[src/verilog/lpif_defs.svh]
/*
 * link adapter constants
 * flit payload and crc widths, flit queue depth,
 * aib lane count and the lpif stream numbers
 */
`ifndef LPIF_DEFS_SVH
`define LPIF_DEFS_SVH

// payload bytes per flit, 64-bit data bus
`define LPIF_DATA_BYTES 8

// crc field for the single-valid mode
`define LPIF_CRC_WIDTH 16

// flit queue entries
`define FLIT_FIFO_DEPTH 4

// aib channels served by this adapter
`define AIB_LANES 4

// lpif stream numbers
`define MEM_CACHE_STREAM_ID 8'h01
`define IO_STREAM_ID 8'h02
`define ARB_MUX_STREAM_ID 8'h03

`endif

[src/verilog/lpif_ctl_pkg.sv]
/*
 * bring-up controller types
 * state encoding of the near-side link bring-up
 */
package lpif_ctl_pkg;

  // phases from phy config up to link up
  typedef enum logic [2:0] {
    ctl_idle          = 3'd0,
    ctl_phy_init      = 3'd1,
    ctl_cfg           = 3'd2,
    ctl_calib         = 3'd3,
    ctl_wait_ca_align = 3'd4,
    ctl_link_up       = 3'd5
  } ctl_state_e;

endpackage

[src/verilog/lpif_flit_pkg.sv]
/*
 * flit field types
 * protocol id encoding carried on the aib side,
 * payload and crc vector types
 */
`include "lpif_defs.svh"

package lpif_flit_pkg;

  // two-bit protocol id, code 3 unused
  typedef enum logic [1:0] {
    protid_cache   = 2'd0,
    protid_io      = 2'd1,
    protid_arb_mux = 2'd2
  } protid_e;

  // flit payload
  typedef logic [`LPIF_DATA_BYTES*8-1:0] flit_data_t;

  // flit crc
  typedef logic [`LPIF_CRC_WIDTH-1:0] flit_crc_t;

endpackage
[src/verilog/flit_if.sv]
/*
 * flit transfer interface
 * one flit with its strobe, plus the queue status levels
 */
`timescale 1ns/1ns

interface flit_if import lpif_flit_pkg::*; ();

  // one cycle per flit moved
  logic       stb;
  flit_data_t data;
  flit_crc_t  crc;
  logic       crc_valid;
  protid_e    protid;
  // queue status
  logic       room;
  logic       avail;

  // producer into the queue
  modport push_src (output stb, data, crc, crc_valid, protid, input room);
  // queue write side
  modport push_dst (input stb, data, crc, crc_valid, protid, output room, avail);
  // queue read side, head fields valid while avail
  modport pop_src (input stb, output data, crc, crc_valid, protid, avail, room);
  // consumer out of the queue
  modport pop_dst (output stb, input data, crc, crc_valid, protid, avail);

endinterface

[src/verilog/dstrm_emitter.sv]
/*
 * downstream flit emitter
 * pops the queue head and registers it onto the aib downstream bus
 */
`timescale 1ns/1ns

module dstrm_emitter import lpif_flit_pkg::*; (
  input  logic       com_clk,
  input  logic       rst_n,
  input  logic       tx_online,
  input  logic       aib_tx_hold,
  flit_if.pop_dst    pop,
  output logic       dstrm_valid,
  output protid_e    dstrm_protid,
  output flit_data_t dstrm_data,
  output flit_crc_t  dstrm_crc,
  output logic       dstrm_crc_valid
);

  // take the head whenever tx is online and the far side is not holding
  assign pop.stb = pop.avail & tx_online & ~aib_tx_hold;

  // one pulse per flit
  always_ff @(posedge com_clk or negedge rst_n) begin
    if (!rst_n) begin
      dstrm_valid <= 1'b0;
    end else begin
      dstrm_valid <= pop.stb;
    end
  end

  // fields keep the last flit between pops
  always_ff @(posedge com_clk) begin
    if (pop.stb) begin
      dstrm_protid    <= pop.protid;
      dstrm_data      <= pop.data;
      dstrm_crc       <= pop.crc;
      dstrm_crc_valid <= pop.crc_valid;
    end
  end

endmodule

[src/verilog/dstrm_encoder.sv]
/*
 * downstream flit encoder
 * link-layer acceptance, stream to protocol id mapping,
 * push into the flit queue and accepted flit counter
 */
`timescale 1ns/1ns
`include "lpif_defs.svh"

module dstrm_encoder import lpif_flit_pkg::*; (
  input  logic       com_clk,
  input  logic       rst_n,
  input  logic       link_up,
  input  logic       lp_irdy,
  input  logic       lp_valid,
  input  logic [7:0] lp_stream,
  input  flit_data_t lp_data,
  input  flit_crc_t  lp_crc,
  input  logic       lp_crc_valid,
  output logic       pl_trdy,
  output logic [7:0] acc_count,
  flit_if.push_src   push
);

  protid_e lp_protid;
  logic    accept;

  // unknown streams are sent as mem-cache
  always_comb begin
    case (lp_stream)
      `MEM_CACHE_STREAM_ID: lp_protid = protid_cache;
      `IO_STREAM_ID:        lp_protid = protid_io;
      `ARB_MUX_STREAM_ID:   lp_protid = protid_arb_mux;
      default:              lp_protid = protid_cache;
    endcase
  end

  // ready only with the link up and space in the queue
  assign pl_trdy = link_up & push.room;
  assign accept  = lp_irdy & lp_valid & pl_trdy;

  // push on the accepting edge
  assign push.stb       = accept;
  assign push.data      = lp_data;
  assign push.crc       = lp_crc;
  assign push.crc_valid = lp_crc_valid;
  assign push.protid    = lp_protid;

  // status, wraps after 255
  always_ff @(posedge com_clk or negedge rst_n) begin
    if (!rst_n) begin
      acc_count <= 8'd0;
    end else if (accept) begin
      acc_count <= acc_count + 8'd1;
    end
  end

endmodule

[src/verilog/flit_fifo.sv]
/*
 * flit queue
 * first-word-fall-through circular buffer, simultaneous push and pop
 */
`timescale 1ns/1ns
`include "lpif_defs.svh"

module flit_fifo import lpif_flit_pkg::*; (
  input  logic     com_clk,
  input  logic     rst_n,
  flit_if.push_dst wr,
  flit_if.pop_src  rd
);

  localparam int PTR_W = $clog2(`FLIT_FIFO_DEPTH);
  localparam int CNT_W = $clog2(`FLIT_FIFO_DEPTH + 1);

  flit_data_t       data_mem   [`FLIT_FIFO_DEPTH];
  flit_crc_t        crc_mem    [`FLIT_FIFO_DEPTH];
  logic             crcv_mem   [`FLIT_FIFO_DEPTH];
  protid_e          protid_mem [`FLIT_FIFO_DEPTH];
  logic [PTR_W-1:0] wr_ptr;
  logic [PTR_W-1:0] rd_ptr;
  logic [CNT_W-1:0] count;
  logic             push;
  logic             pop;
  logic             room;
  logic             avail;

  // pointer step with wrap at the last entry
  function automatic logic [PTR_W-1:0] next_ptr(input logic [PTR_W-1:0] ptr);
    return (ptr == PTR_W'(`FLIT_FIFO_DEPTH - 1)) ? '0 : ptr + PTR_W'(1);
  endfunction

  assign push  = wr.stb;
  assign pop   = rd.stb;
  assign room  = (count != CNT_W'(`FLIT_FIFO_DEPTH));
  assign avail = (count != '0);

  // status goes to both sides
  assign wr.room  = room;
  assign wr.avail = avail;
  assign rd.room  = room;
  assign rd.avail = avail;

  always_ff @(posedge com_clk) begin
    if (push) begin
      data_mem[wr_ptr]   <= wr.data;
      crc_mem[wr_ptr]    <= wr.crc;
      crcv_mem[wr_ptr]   <= wr.crc_valid;
      protid_mem[wr_ptr] <= wr.protid;
    end
  end

  always_ff @(posedge com_clk or negedge rst_n) begin
    if (!rst_n) begin
      wr_ptr <= '0;
      rd_ptr <= '0;
      count  <= '0;
    end else begin
      if (push) begin
        wr_ptr <= next_ptr(wr_ptr);
      end
      if (pop) begin
        rd_ptr <= next_ptr(rd_ptr);
      end
      case ({push, pop})
        2'b10:   count <= count + CNT_W'(1);
        2'b01:   count <= count - CNT_W'(1);
        default: count <= count;
      endcase
    end
  end

  // head entry shown without a read cycle
  assign rd.data      = data_mem[rd_ptr];
  assign rd.crc       = crc_mem[rd_ptr];
  assign rd.crc_valid = crcv_mem[rd_ptr];
  assign rd.protid    = protid_mem[rd_ptr];

endmodule

[src/verilog/lpif_adapter_top.sv]
/*
 * link adapter top level
 * bring-up controller, downstream encoder, flit queue and emitter
 */
`timescale 1ns/1ns
`include "lpif_defs.svh"

module lpif_adapter_top import lpif_flit_pkg::*; (
  input  logic                  com_clk,
  input  logic                  rst_n,
  // phy and channel alignment
  input  logic                  i_conf_done,
  input  logic [`AIB_LANES-1:0] ms_tx_transfer_en,
  input  logic [`AIB_LANES-1:0] sl_tx_transfer_en,
  input  logic                  align_done,
  output logic                  ns_mac_rdy,
  output logic [`AIB_LANES-1:0] ns_adapter_rstn,
  output logic                  tx_online,
  output logic                  rx_online,
  output logic                  link_up,
  // link layer downstream
  input  logic                  lp_irdy,
  input  logic                  lp_valid,
  input  logic [7:0]            lp_stream,
  input  flit_data_t            lp_data,
  input  flit_crc_t             lp_crc,
  input  logic                  lp_crc_valid,
  output logic                  pl_trdy,
  output logic [7:0]            acc_count,
  // aib downstream
  input  logic                  aib_tx_hold,
  output logic                  dstrm_valid,
  output logic [1:0]            dstrm_protid,
  output flit_data_t            dstrm_data,
  output flit_crc_t             dstrm_crc,
  output logic                  dstrm_crc_valid,
  // aib upstream
  input  logic                  ustrm_valid,
  input  logic [1:0]            ustrm_protid,
  input  flit_data_t            ustrm_data,
  input  flit_crc_t             ustrm_crc,
  input  logic                  ustrm_crc_valid,
  // link layer upstream
  output logic                  pl_valid,
  output logic [7:0]            pl_stream,
  output flit_data_t            pl_data,
  output flit_crc_t             pl_crc,
  output logic                  pl_crc_valid
);

  protid_e emit_protid;

  flit_if push_bus ();
  flit_if pop_bus ();

  lpif_ctl u_lpif_ctl (
    .com_clk           (com_clk),
    .rst_n             (rst_n),
    .i_conf_done       (i_conf_done),
    .ms_tx_transfer_en (ms_tx_transfer_en),
    .sl_tx_transfer_en (sl_tx_transfer_en),
    .align_done        (align_done),
    .ustrm_valid       (ustrm_valid),
    .ustrm_protid      (ustrm_protid),
    .ustrm_data        (ustrm_data),
    .ustrm_crc         (ustrm_crc),
    .ustrm_crc_valid   (ustrm_crc_valid),
    .ns_mac_rdy        (ns_mac_rdy),
    .ns_adapter_rstn   (ns_adapter_rstn),
    .tx_online         (tx_online),
    .rx_online         (rx_online),
    .link_up           (link_up),
    .pl_valid          (pl_valid),
    .pl_stream         (pl_stream),
    .pl_data           (pl_data),
    .pl_crc            (pl_crc),
    .pl_crc_valid      (pl_crc_valid)
  );

  dstrm_encoder u_dstrm_encoder (
    .com_clk      (com_clk),
    .rst_n        (rst_n),
    .link_up      (link_up),
    .lp_irdy      (lp_irdy),
    .lp_valid     (lp_valid),
    .lp_stream    (lp_stream),
    .lp_data      (lp_data),
    .lp_crc       (lp_crc),
    .lp_crc_valid (lp_crc_valid),
    .pl_trdy      (pl_trdy),
    .acc_count    (acc_count),
    .push         (push_bus)
  );

  flit_fifo u_flit_fifo (
    .com_clk (com_clk),
    .rst_n   (rst_n),
    .wr      (push_bus),
    .rd      (pop_bus)
  );

  dstrm_emitter u_dstrm_emitter (
    .com_clk         (com_clk),
    .rst_n           (rst_n),
    .tx_online       (tx_online),
    .aib_tx_hold     (aib_tx_hold),
    .pop             (pop_bus),
    .dstrm_valid     (dstrm_valid),
    .dstrm_protid    (emit_protid),
    .dstrm_data      (dstrm_data),
    .dstrm_crc       (dstrm_crc),
    .dstrm_crc_valid (dstrm_crc_valid)
  );

  // plain two-bit code at the boundary
  assign dstrm_protid = emit_protid;

endmodule

[src/verilog/lpif_ctl.sv]
/*
 * link bring-up controller
 * phy init, lane reset release, online and link-up status,
 * upstream flit register with protocol id to stream mapping
 */
`timescale 1ns/1ns
`include "lpif_defs.svh"

module lpif_ctl import lpif_flit_pkg::*, lpif_ctl_pkg::*; (
  input  logic                  com_clk,
  input  logic                  rst_n,
  input  logic                  i_conf_done,
  input  logic [`AIB_LANES-1:0] ms_tx_transfer_en,
  input  logic [`AIB_LANES-1:0] sl_tx_transfer_en,
  input  logic                  align_done,
  input  logic                  ustrm_valid,
  input  logic [1:0]            ustrm_protid,
  input  flit_data_t            ustrm_data,
  input  flit_crc_t             ustrm_crc,
  input  logic                  ustrm_crc_valid,
  output logic                  ns_mac_rdy,
  output logic [`AIB_LANES-1:0] ns_adapter_rstn,
  output logic                  tx_online,
  output logic                  rx_online,
  output logic                  link_up,
  output logic                  pl_valid,
  output logic [7:0]            pl_stream,
  output flit_data_t            pl_data,
  output flit_crc_t             pl_crc,
  output logic                  pl_crc_valid
);

  ////////////////////////////////////////////////////////////////////////////
  // bring-up state machine
  ////////////////////////////////////////////////////////////////////////////

  ctl_state_e            state;
  ctl_state_e            state_nxt;
  logic                  mac_rdy_nxt;
  logic [`AIB_LANES-1:0] adapter_rstn_nxt;
  logic                  online_nxt;
  logic [7:0]            stream_nxt;

  always_comb begin
    state_nxt        = state;
    mac_rdy_nxt      = ns_mac_rdy;
    adapter_rstn_nxt = ns_adapter_rstn;
    online_nxt       = tx_online;
    case (state)
      ctl_idle: begin
        state_nxt = ctl_phy_init;
      end
      ctl_phy_init: begin
        if (i_conf_done) begin
          mac_rdy_nxt = 1'b1;
          state_nxt   = ctl_cfg;
        end
      end
      ctl_cfg: begin
        // release every lane adapter at once
        adapter_rstn_nxt = {`AIB_LANES{1'b1}};
        state_nxt        = ctl_calib;
      end
      ctl_calib: begin
        // wait for both leader and follower tx enables on all lanes
        if (&{ms_tx_transfer_en, sl_tx_transfer_en}) begin
          online_nxt = 1'b1;
          state_nxt  = ctl_wait_ca_align;
        end
      end
      ctl_wait_ca_align: begin
        if (align_done) begin
          state_nxt = ctl_link_up;
        end
      end
      ctl_link_up: begin
        state_nxt = ctl_link_up;
      end
      default: state_nxt = ctl_idle;
    endcase
  end

  always_ff @(posedge com_clk or negedge rst_n) begin
    if (!rst_n) begin
      state           <= ctl_idle;
      ns_mac_rdy      <= 1'b0;
      ns_adapter_rstn <= '0;
      tx_online       <= 1'b0;
      rx_online       <= 1'b0;
    end else begin
      state           <= state_nxt;
      ns_mac_rdy      <= mac_rdy_nxt;
      ns_adapter_rstn <= adapter_rstn_nxt;
      tx_online       <= online_nxt;
      rx_online       <= online_nxt;
    end
  end

  // link up is held until reset
  assign link_up = (state == ctl_link_up);

  ////////////////////////////////////////////////////////////////////////////
  // upstream flit register
  ////////////////////////////////////////////////////////////////////////////

  // protocol id back to stream, code 3 lands on mem-cache
  always_comb begin
    case (ustrm_protid)
      protid_cache:   stream_nxt = `MEM_CACHE_STREAM_ID;
      protid_io:      stream_nxt = `IO_STREAM_ID;
      protid_arb_mux: stream_nxt = `ARB_MUX_STREAM_ID;
      default:        stream_nxt = `MEM_CACHE_STREAM_ID;
    endcase
  end

  always_ff @(posedge com_clk or negedge rst_n) begin
    if (!rst_n) begin
      pl_valid <= 1'b0;
    end else begin
      pl_valid <= ustrm_valid;
    end
  end

  always_ff @(posedge com_clk) begin
    pl_stream    <= stream_nxt;
    pl_data      <= ustrm_data;
    pl_crc       <= ustrm_crc;
    pl_crc_valid <= ustrm_crc_valid;
  end

endmodule

[config.mk]
export PLATFORM = sky130hd
export DESIGN_NAME = lpif_adapter_top
export DESIGN_NICKNAME = d
export VERILOG_FILES = /design/src/verilog/lpif_ctl_pkg.sv /design/src/verilog/lpif_flit_pkg.sv /design/src/verilog/flit_if.sv /design/src/verilog/dstrm_emitter.sv /design/src/verilog/dstrm_encoder.sv /design/src/verilog/flit_fifo.sv /design/src/verilog/lpif_adapter_top.sv /design/src/verilog/lpif_ctl.sv
export VERILOG_INCLUDE_DIRS = /design/src /design/src/verilog
export SDC_FILE = /design/constraint.sdc
export NUM_CORES = 1
export LEC_CHECK = 0
export BUFFER_PORTS_ARGS = -buffer_cell sky130_fd_sc_hd__buf_4
export CAP_MARGIN = 20
export CELL_PAD_IN_SITES_DETAIL_PLACEMENT = 1
export CELL_PAD_IN_SITES_GLOBAL_PLACEMENT = 1
export CORE_ASPECT_RATIO = 0.5
export CORE_MARGIN = 2
export CORE_UTILIZATION = 46
export CTS_BUF_LIST = sky130_fd_sc_hd__clkbuf_8
export DETAILED_ROUTE_END_ITERATION = 12
export PLACE_DENSITY = 0.82
export SLEW_MARGIN = 40
export SYNTH_ARGS = -nofsm -noshare
export SYNTH_HDL_FRONTEND = slang
export SYNTH_SLANG_ARGS = --single-unit
[constraint.sdc]
create_clock -name com_clk -period 14.4 [get_ports com_clk]
set_clock_uncertainty 0.05 [all_clocks]
set_input_delay 2.16 -clock com_clk [delete_from_list [all_inputs] [get_ports com_clk]]
set_output_delay 2.16 -clock com_clk [all_outputs]
set_load 0.02 [all_outputs]
; ---- Yosys cells after proc, flatten, opt, wreduce, memory -nomap -nowiden
; Memories as Yosys holds them, arrays and structs flattened. A register that Yosys moved wholly into a read port is not among the register bits.
; Cells that the tools add are included.
[op_classes]
add_sub_neg = 5
n_eq_ne = 17
muxes = 11
bitwise = 6
reduce_logical = 7
[op_table]
columns = op, n
row1 = $pmux W3 S6, 1
row2 = $eq A8 B2 Y1 const B, 2
row3 = $mux W3, 3
row4 = $reduce_and A9 Y1, 1
row5 = $add A8 B1 Y8 const B, 1
row6 = $eq A2 B2 Y1 const B, 4
row7 = $pmux W2 S2, 2
row8 = $reduce_and A8 Y1, 1
row9 = $eq A3 B2 Y1 const B, 2
row10 = $eq A3 B3 Y1 const B, 2
row11 = $pmux W3 S2, 1
row12 = $and A1 B1 Y1, 5
row13 = $add A2 B1 Y2 const B, 2
row14 = $eq A2 B1 Y1 const B, 2
row15 = $mux W2, 2
row16 = $ne A2 B2 Y1 const B, 2
row17 = $add A3 B1 Y3 const B, 1
row18 = $eq A3 B1 Y1 const B, 1
row19 = $logic_not A3 Y1, 1
row20 = $ne A3 B3 Y1 const B, 1
row21 = $reduce_and A3 Y1, 1
row22 = $reduce_bool A3 Y1, 1
row23 = $sub A3 B1 Y3 const B, 1
row24 = $mux W1, 2
row25 = other kinds (4), 4
[word_totals]
ff_bits = 106
ram_bits = 332
inputBits = 188
out_inout_bits = 191
wordCells = 64
memories = 4
[mem_list]
columns = memory, words, word_bits, rd, rd_clocked_by_memory_dff, write_ports, line
row1 = u_flit_fifo.data_mem, 4, 64, 1, 1, 1, flit_fifo.sv:18  ; flit_data_t data_mem [`FLIT_FIFO_DEPTH];
row2 = u_flit_fifo.crc_mem, 4, 16, 1, 1, 1, flit_fifo.sv:19  ; flit_crc_t crc_mem [`FLIT_FIFO_DEPTH];
row3 = u_flit_fifo.protid_mem, 4, 2, 1, 1, 1, flit_fifo.sv:21  ; protid_e protid_mem [`FLIT_FIFO_DEPTH];
row4 = u_flit_fifo.crcv_mem, 4, 1, 1, 1, 1, flit_fifo.sv:20  ; logic crcv_mem [`FLIT_FIFO_DEPTH];

; ---- Logic depth before layout (Yosys ltp)
; Gate-level depths: netlist (run 1).
[logic_depth]
word_depth = 5
ltp_mapped = 9
depth_no_buf = 8

; ---- By module
; From an unflattened synthesis (run 1), not the netlist that was laid out.
[hier_totals]
hier_cells = 801
area_unflattened_um2 = 18052.3
[by_module_without_submodules]
columns = module, instances, cells_each, area_per_inst_um2, seq_area_each_um2
row1 = flit_fifo, 1, 474, 12460.7, 10144.7
row2 = dstrm_emitter, 1, 85, 2526.2, 2517.4
row3 = lpif_ctl, 1, 123, 2053.2, 1836.8
row4 = dstrm_encoder, 1, 119, 1012.2, 200.2

; ---- Worst setup path after synthesis (run 1)
; No wires, ideal clock.
[synth_timing]
path_type = input port to flip-flop
startpoint = input aib_tx_hold
endpoint = register u_flit_fifo.count[1]
setup_ns = 0.125
arrival_time_ns = 6.806
required_ns = 14.225
slack_ns = 7.419
path_stages = 4
cell_sequence = nor3b_2 -> ha_1 -> fa_1 -> mux2_2
[synth_between]
elab_chain_cells = 4
elab_cells_between_ends = 6
[synth_rtl]
columns = item, line
row1 = from (decl), lpif_adapter_top.sv:31  ; input logic aib_tx_hold,
row2 = $not A1 Y1 (*), dstrm_emitter.sv:21  ; assign pop.stb = pop.avail & tx_online & ~aib_tx_hold;
row3 = $and A1 B1 Y1 (*), dstrm_emitter.sv:21
row4 = $eq A2 B1 Y1 or $eq A2 B2 Y1 (tied branches), flit_fifo.sv:67  ; case ({push, pop})
row5 = $pmux W3 S2 or $reduce_bool A2 Y1 (tied branches), -
row6 = to (signal assigned), flit_fifo.sv:68  ; 2'b10: count <= count + CNT_W'(1);
row7 = to (signal assigned), flit_fifo.sv:69  ; 2'b01: count <= count - CNT_W'(1);
row8 = to (signal assigned), flit_fifo.sv:70  ; default: count <= count;
row9 = to (decl), flit_fifo.sv:24  ; logic [CNT_W-1:0] count;
; Mark *: on every way between the ends. The rest lies on a longest branch, timed or not.
; A chain may end at the register's enable or synchronous reset.

; ---- Worst setup path after layout (run 1)
[layout_timing]
startpoint = input lp_irdy
endpoint = memory u_flit_fifo.data_mem[2][40] (netlist bit), enable pin
[layout_between]
elab_chain_cells = 4
[layout_rtl]
columns = item, line
row1 = from (decl), lpif_adapter_top.sv:22  ; input logic lp_irdy,
row2 = $and A1 B1 Y1 (2 in series), dstrm_encoder.sv:39  ; assign accept = lp_irdy & lp_valid & pl_trdy;
row3 = $mux W1, flit_fifo.sv:47  ; if (push) begin
row4 = $mux W1 (not written as such), flit_fifo.sv:48  ; data_mem[wr_ptr] <= wr.data;
row5 = to (decl), flit_fifo.sv:18
; No other way between the ends.

==> impl_results.md, run 1 <==
- Vias in the first global route: between 9000 and 10000
- Most used routing layer: met2
- Status: finished, final reports clean
- Nets: 1343
- CP Cell Sequence: buf_4 > nand2_1 > a211oi_4 > and2_4 > buf_4
- CP Capture Type: register
- Critical Path AT: around 4400 ps
- Largest net degree at the start of global routing: 74
- Iteration-0 DRC Markers: ~610
- Synth Area in XOR/XNOR: 0.00504
- Largest family of logic cells by synthesized area: multiplexers
- CTS clock-pin slew for the worst setup and hold paths: approximately 60 ps
- DP HPWL: ~27000 um
- Slowest CP cell: buf_4
- Max FO, Critical Path: 49
- Finished Core Util: 0.591
- Synth Register Bits: approximately 520
- Max-slew headroom: 0.462
- Crit path launch: lp_irdy
- GR Layer Usage met3: 0.0540
- Leakage: between 0.008 and 0.009 uW
- Tcrit/Tclk final: 0.293
- Peak VDD IR: ~75 uV
- Core Region: 0.0373 mm^2
- Ys Warns: 0
- # clock sinks: 521
- Remaining Overflow, GRT: 0
- Largest area contributor in the netlist: edfxtp_1
- Clk pwr share: 0.346
- WL/cell: 26.1 um
- Global-route wire length before repair: between 60000 and 70000 um
- Cts hold-fix bufs: 0
- Grt met2 use: 0.406
- HP Class: reg -> reg
- Net load switching power: a little under 800 uW
- Simple-Gate Fraction of Synth Area: 0.0130
- Total vias in the final route: about 8800
- Final Max Slew Viols: 0
- Cell Area, Synth: 0.0174 mm^2
- # port buffers: ~370
- CP max stage delay: 690 ps
- Drc violations: 0
- Setup TNS: 0 ps
- Switching Fraction: 0.244
- RePlAce Congestion: between 0.7 and 0.8
- Clock Latency Late Sink: 640 ps
- Filler instances: between 3000 and 4000
- Cell variety after synth: 35
- CTS root buf: clkbuf_8
- Max cap viols: 0
- Full die area: slightly below 0.04 mm^2
- Syn Inst Count: about 700
- Final setup fails: 0
- P_int: ~2400 uW
- Layout area overhead: 26.8%
- H-Tree Level Count: 3
- First-pass detailed-route iteration total: 4
- Combinational power share: 0.082
- Sequential area share after synthesis: 0.846
- Slew @ Worst Pin: slightly above 800 ps
- Post-synthesis mux area share: 0.110
- Final hold vios: 0
- CTS Buf Count: just over 70
- RSZ-0062 raised after global routing: no
- Clock tree buffer depth: 3
- Dpl cells: about 1600
- GRT Overall Usage: 0.226
- Final WL: between 40000 and 50000 um
- Crit-path most repeated cell: buf_4
- Design area: between 0.02 and 0.025 mm^2
- Post_cts resized: 0
- Adder-cell area share of the yosys netlist: 0.00691
- Post-route insts no fill: 1698
- Chip width: roughly 280 um
- DRT antenna net count: 0
- Power per cell area: approximately 140 mW/mm^2
- Synthesized area per cell: 24.3 um^2
- Max Fclk: about 0.24 GHz
- Die Y: approximately 140 um
- Met1 Track Usage GR: 0.261
- Startpoint Class: input port
- Minimum clock period: between 4000 and 5000 ps
- Initial antenna violation count: 5
- Post-DP Area: slightly above 0.02 mm^2
- CTS tree: built
- Initial Util: 0.466
- Seq pwr share: 0.573
- Top cells by area, synth: edfxtp_1, mux4_2, dfxtp_1
- IO Pins: between 300 and 400
- Synth Area in Compound Gates: 0.00389
- Worst path required time: 14600 ps
- Vias/cell: 5.19
- Worst R2R Start: u_lpif_ctl.state[1]
- Share of cells above drive strength 1: 0.474
- Yosys top cell area share: 0.717
- Core Rows: 50
- HP Start: u_dstrm_encoder.acc_count[7]
- Critical path type: in -> reg
- Setup bufs post-CTS: 0
==> worst max-delay path, delay by kind of cell <==
family	cells	cell delay, ps
AND/OR/NAND/NOR	2	730
buffers and inverters	2	770
AO/OA/AOI/OAI	1	670
==> cells by family (layout without fill, tap and decap cells) <==
group,Yosys count,in the layout
DFF,521,521
muxes,87,87
and+or+nand+nor,40,40
buffers and inverters,39,517
xor gates and xnor gates,10,10
adders and majority gates,9,9
AOI/OAI and AO/OA,9,9
other,1,11
==> path summary, 6_finish.rpt <==
path,end,slack [ps],cells past startpoint
worst max-delay path,u_flit_fifo.data_mem[2][40],10180,5
worst min-delay path,u_dstrm_encoder.acc_count[7],430,1
worst max register to register,u_flit_fifo.data_mem[2][40],11260,4
worst min register to register,u_dstrm_encoder.acc_count[7],430,1
max in group asynchronous,u_flit_fifo.rd_ptr[1],12660,1
min in group asynchronous,u_flit_fifo.rd_ptr[0],1380,1
==> routing by layer <==
layer	share of wire	wire length, um
met1	0.37	16400
met2	0.54	24000
met3	0.053	2350
met4	0.035	1540
met5	0	0
==> stage by stage <==
step	power (uW)	worst slack (ps)	hold slack, ps
5_1_grt	3270	10060	441
3_3_place_gp	2060	9680	418
6_report	3160	10180	433
2_1_floorplan	1950	7420	466
4_1_cts	3190	10260	435
3_5_place_dp	2090	9580	427
==> power by group through the flow <==
stage          Clock [uW]  Combinational (uW)  Sequential [uW]
6_report             1090                 258             1810
2_1_floorplan           0                 102             1850
5_1_grt              1170                 277             1820
3_5_place_dp            0                 256             1840
3_3_place_gp            0                 242             1820
4_1_cts              1120                 262             1810
==> registers in the layout, summed over array words and instances (netlist names), 8 cells and up <==
name and cells:
u_dstrm_emitter.dstrm_crc 16, u_dstrm_emitter.dstrm_data 64, u_dstrm_encoder.acc_count 8, u_flit_fifo.crc_mem 64, u_flit_fifo.data_mem 256, u_flit_fifo.protid_mem 8
u_lpif_ctl.pl_crc 16, u_lpif_ctl.pl_data 64
==> Yosys cell counts (all sizes together) <==
master,n
nand2b,1
a211oi,2
nand3,2
dfxtp,83
o21ai,3
fa,1
nor2,9
nand2,8
inv,9
and2,4
nand3b,1
nor4bb,1
dfrtp,23
mux4,83
o21bai,2
edfxtp,415
xor2,2
nor4,1
buf,27
conb,1
or2,1
nor3,2
or3,1
ha,8
xnor2,8
clkbuf,3
nor3b,1
nand4,6
a21oi,2
mux2,4
and3,2
==> cell type report <==
class,instances,area (um^2),share of cell area
flip-flops and latches,521,14700,0.667
diodes,5,12.5,0.000568
clock inverters,48,240,0.0109
repair buffers,381,2880,0.131
clock buffers,79,1090,0.0493
multi-input cells,161,2450,0.111
well taps,494,618,0.0281
inverters,9,33.8,0.00153
==> layout by cell type (no fill, tap or decap), types with 3 or more instances in the layout <==
master and instances:
clkinv_1 10, inv_1 36, nand2_1 8, nand4_1 6
buf_4 378, clkinvlp_4 3, mux4_2 83, diode_2 5
mux2_2 4, edfxtp_1 415, nor2_1 9, and2_4 4
clkbuf_8 79, dfrtp_1 21, ha_1 8, conb_1 6
clkinv_2 4, dfxtp_1 83, xnor2_1 8, o21ai_0 3
No activity file was read; power rests on OpenSTA's default activity.
==> run 2: changes to the inputs <==
--- a/config.mk
+++ b/config.mk
@@ -12,7 +12,7 @@
 export CELL_PAD_IN_SITES_GLOBAL_PLACEMENT = 1
 export CORE_ASPECT_RATIO = 0.5
 export CORE_MARGIN = 2
-export CORE_UTILIZATION = 46
+export CORE_UTILIZATION = 44
 export CTS_BUF_LIST = sky130_fd_sc_hd__clkbuf_8
 export DETAILED_ROUTE_END_ITERATION = 12
 export PLACE_DENSITY = 0.82
==> constraint.sdc (replaced) <==
create_clock -name com_clk -period 3.4 [get_ports com_clk]
set_clock_uncertainty 0.05 [all_clocks]
set_input_delay 0.51 -clock com_clk [delete_from_list [all_inputs] [get_ports com_clk]]
set_output_delay 0.51 -clock com_clk [all_outputs]
set_load 0.02 [all_outputs]
==> run 2 against run 1 <==
Final cell count is 7.8% higher; sequential cell count stayed put; register-to-register slack lost 10000 ps; design area up 4.8%; non-clock buffer count is 90 higher; power grew to 4.4 times the previous value; critical path depth rose by 3; critical endpoint is now u_flit_fifo.count[2].
==> impl_results.md, run 2 (synthesis gave the netlist of run 1 again) <==
- Max cap viols: 0 (unchanged)
- Max Fclk: between 0.4 and 0.5 GHz
- DRT antenna net count: 0 (unchanged)
- Core Region: 0.0389 mm^2 (+4.4%)
- Minimum clock period: between 2000 and 2500 ps
- Crit path buf inv count: 1 (-1)
- CP max stage delay: 490 ps (-200 ps)
- Critical path type: reg -> reg
- Initial antenna violation count: 4 (-1)
- HP Class: in -> reg
- Startpoint Class: register
- Top delay family on crit path: adder cells
- GRT Overall Usage: 0.247 (+0.0214)
- Peak VDD IR: 400 uV (+440%)
- IO Pins: 379 (unchanged)
- Vias in the first global route: 10500 (+7.2%)
- CTS Buf Count: 73 (+1.4%)
- Clock tree buffer depth: 3 (unchanged)
- Share of cells above drive strength 1: 0.453 (-0.0212)
- CTS tree: built
- Remaining Overflow, GRT: 0 (unchanged)
- CTS root buf: clkbuf_8
- Core Rows: 51 (+2.0%)
- Final Max Slew Viols: 0 (unchanged)
- Global-route wire length before repair: 73500 um (+14%)
- Largest net degree at the start of global routing: 87 (+18%)
- Drc violations: 0 (unchanged)
- Slowest CP cell: a211oi_4
- Final WS setup: 987 ps (-9190 ps)
- DP HPWL: 28900 um (+7.3%)
- Clock Latency Late Sink: 640 ps (about the same)
- Max FO, Critical Path: 10 (-80%)
- WL/cell: 29.1 um (+11%)
- First-pass detailed-route iteration total: 5 (+1)
- RePlAce Congestion: 0.767 (-1.0%)
- Slew @ Worst Pin: 623 ps (-185 ps)
- Status: finished, final reports clean
- Chip width: 285 um (+2.2%)
- Iteration-0 DRC Markers: 815 (+33%)
- CTS clock-pin slew for the worst setup and hold paths: 90 ps (+30 ps)
- Dpl cells: 1608 (+2.7%)
- Final WL: 53300 um (+20%)
- CP Depth: 8 (+3)
- Total vias in the final route: 9666 (+9.6%)
- Dpl ws: 948 ps (-8630 ps)
- RSZ-0062 raised after global routing: no
- Layout area overhead: 32.9%
- Most common cell after layout, fill and taps aside: edfxtp_1
- H-Tree Level Count: 3 (unchanged)
- Most frequent cells in the layout: edfxtp_1, buf_4, dlygate4sd3_1
- CP Cell Sequence: nor2_1 > a211oi_4 > inv_1 > ha_1 > fa_1 > xnor2_1 > nor2_1 > xor2_1
- Vias/cell: 5.28 (+1.7%)
- Nets: 1434 (+6.8%)
- Final setup fails: 0 (unchanged)
- Full die area: 0.0412 mm^2 (+4.4%)
- # clock sinks: 521 (unchanged)
- Tcrit/Tclk final: 0.710
- Critical Path AT: 2900 ps (-1520 ps)
- # port buffers: 372 (unchanged)
- Final hold vios: 0 (unchanged)
- Post-route insts no fill: 1830 (+7.8%)
- Hold WS: 28.9 ps (-404 ps)
- Max-slew headroom: 0.585 (+0.123)
- Die Y: 145 um (+2.2%)
- Crit-path most repeated cell: nor2_1
- Worst path required time: 3880 ps (-10720 ps)
- Setup TNS: 0 ps (unchanged)
- Max reg flops: 256 (unchanged)
- FF-to-FF path depth: 8 (+4)
- Leakage: 0.00850 uW (+5.2%)
- Power per cell area: 597 mW/mm^2 (+320%)
- Initial Util: 0.446 (-0.0196)
- CP Capture Type: register
- Top reg by flops: u_flit_fifo.data_mem
- WHS Path Cells: 1 (unchanged)
- Setup bufs post-CTS: 0 (unchanged)
-- run 2: final cells by class --
class / instances / area (um^2)
diodes: 5 / 12.5
clock buffers: 81 / 1110
clock inverters: 52 / 243
fillers: 3433 / 15800
inverters: 9 / 33.8
multi-input cells: 161 / 2460
flip-flops and latches: 521 / 14700
well taps: 530 / 663
repair buffers: 471 / 3860
-- run 2: path summary, 6_finish.rpt --
kind	start	endpoint	slack, ps
max	u_flit_fifo.count[0]	u_flit_fifo.count[2]	990
min	lp_data[18]	u_flit_fifo.data_mem[2][18]	30
max reg2reg	u_flit_fifo.count[0]	u_flit_fifo.count[2]	990
min reg2reg	u_lpif_ctl.ns_mac_rdy	u_lpif_ctl.ns_mac_rdy	440
max in group asynchronous	rst_n	u_lpif_ctl.tx_online	2680
min in group asynchronous	rst_n	u_lpif_ctl.pl_valid	290
-- run 2: repair_timing --
item,in CTS,in global routing
endpoints found under the setup margin,0,0
hold buffers,84,0
resized for setup,0,0
endpoints found under the hold margin,107,0
-- run 2: stage by stage --
step	instance area [um^2]	total power, uW	util
2_1_floorplan	17400	8250	-
3_3_place_gp	20900	8800	0.536
3_5_place_dp	20900	8920	0.536
4_1_cts	23100	13700	0.593
5_1_grt	23100	14200	0.593
6_report	23100	13800	0.593
-- run 2: power breakdown --
group,total (uW),internal (uW),switching [uW]
logic,1270,566,706
registers,7680,7440,247
clock network,4820,2220,2600
-- run 2: metal layers --
layer / track usage / wire length, um / vias up
met1: 0.297 / 19800 / 5100
li1: - / - / 3934
met5: 0 / 0 / -
met2: 0.451 / 28600 / 527
met3: 0.0519 / 3290 / 105
met4: 0.0788 / 1560 / 0
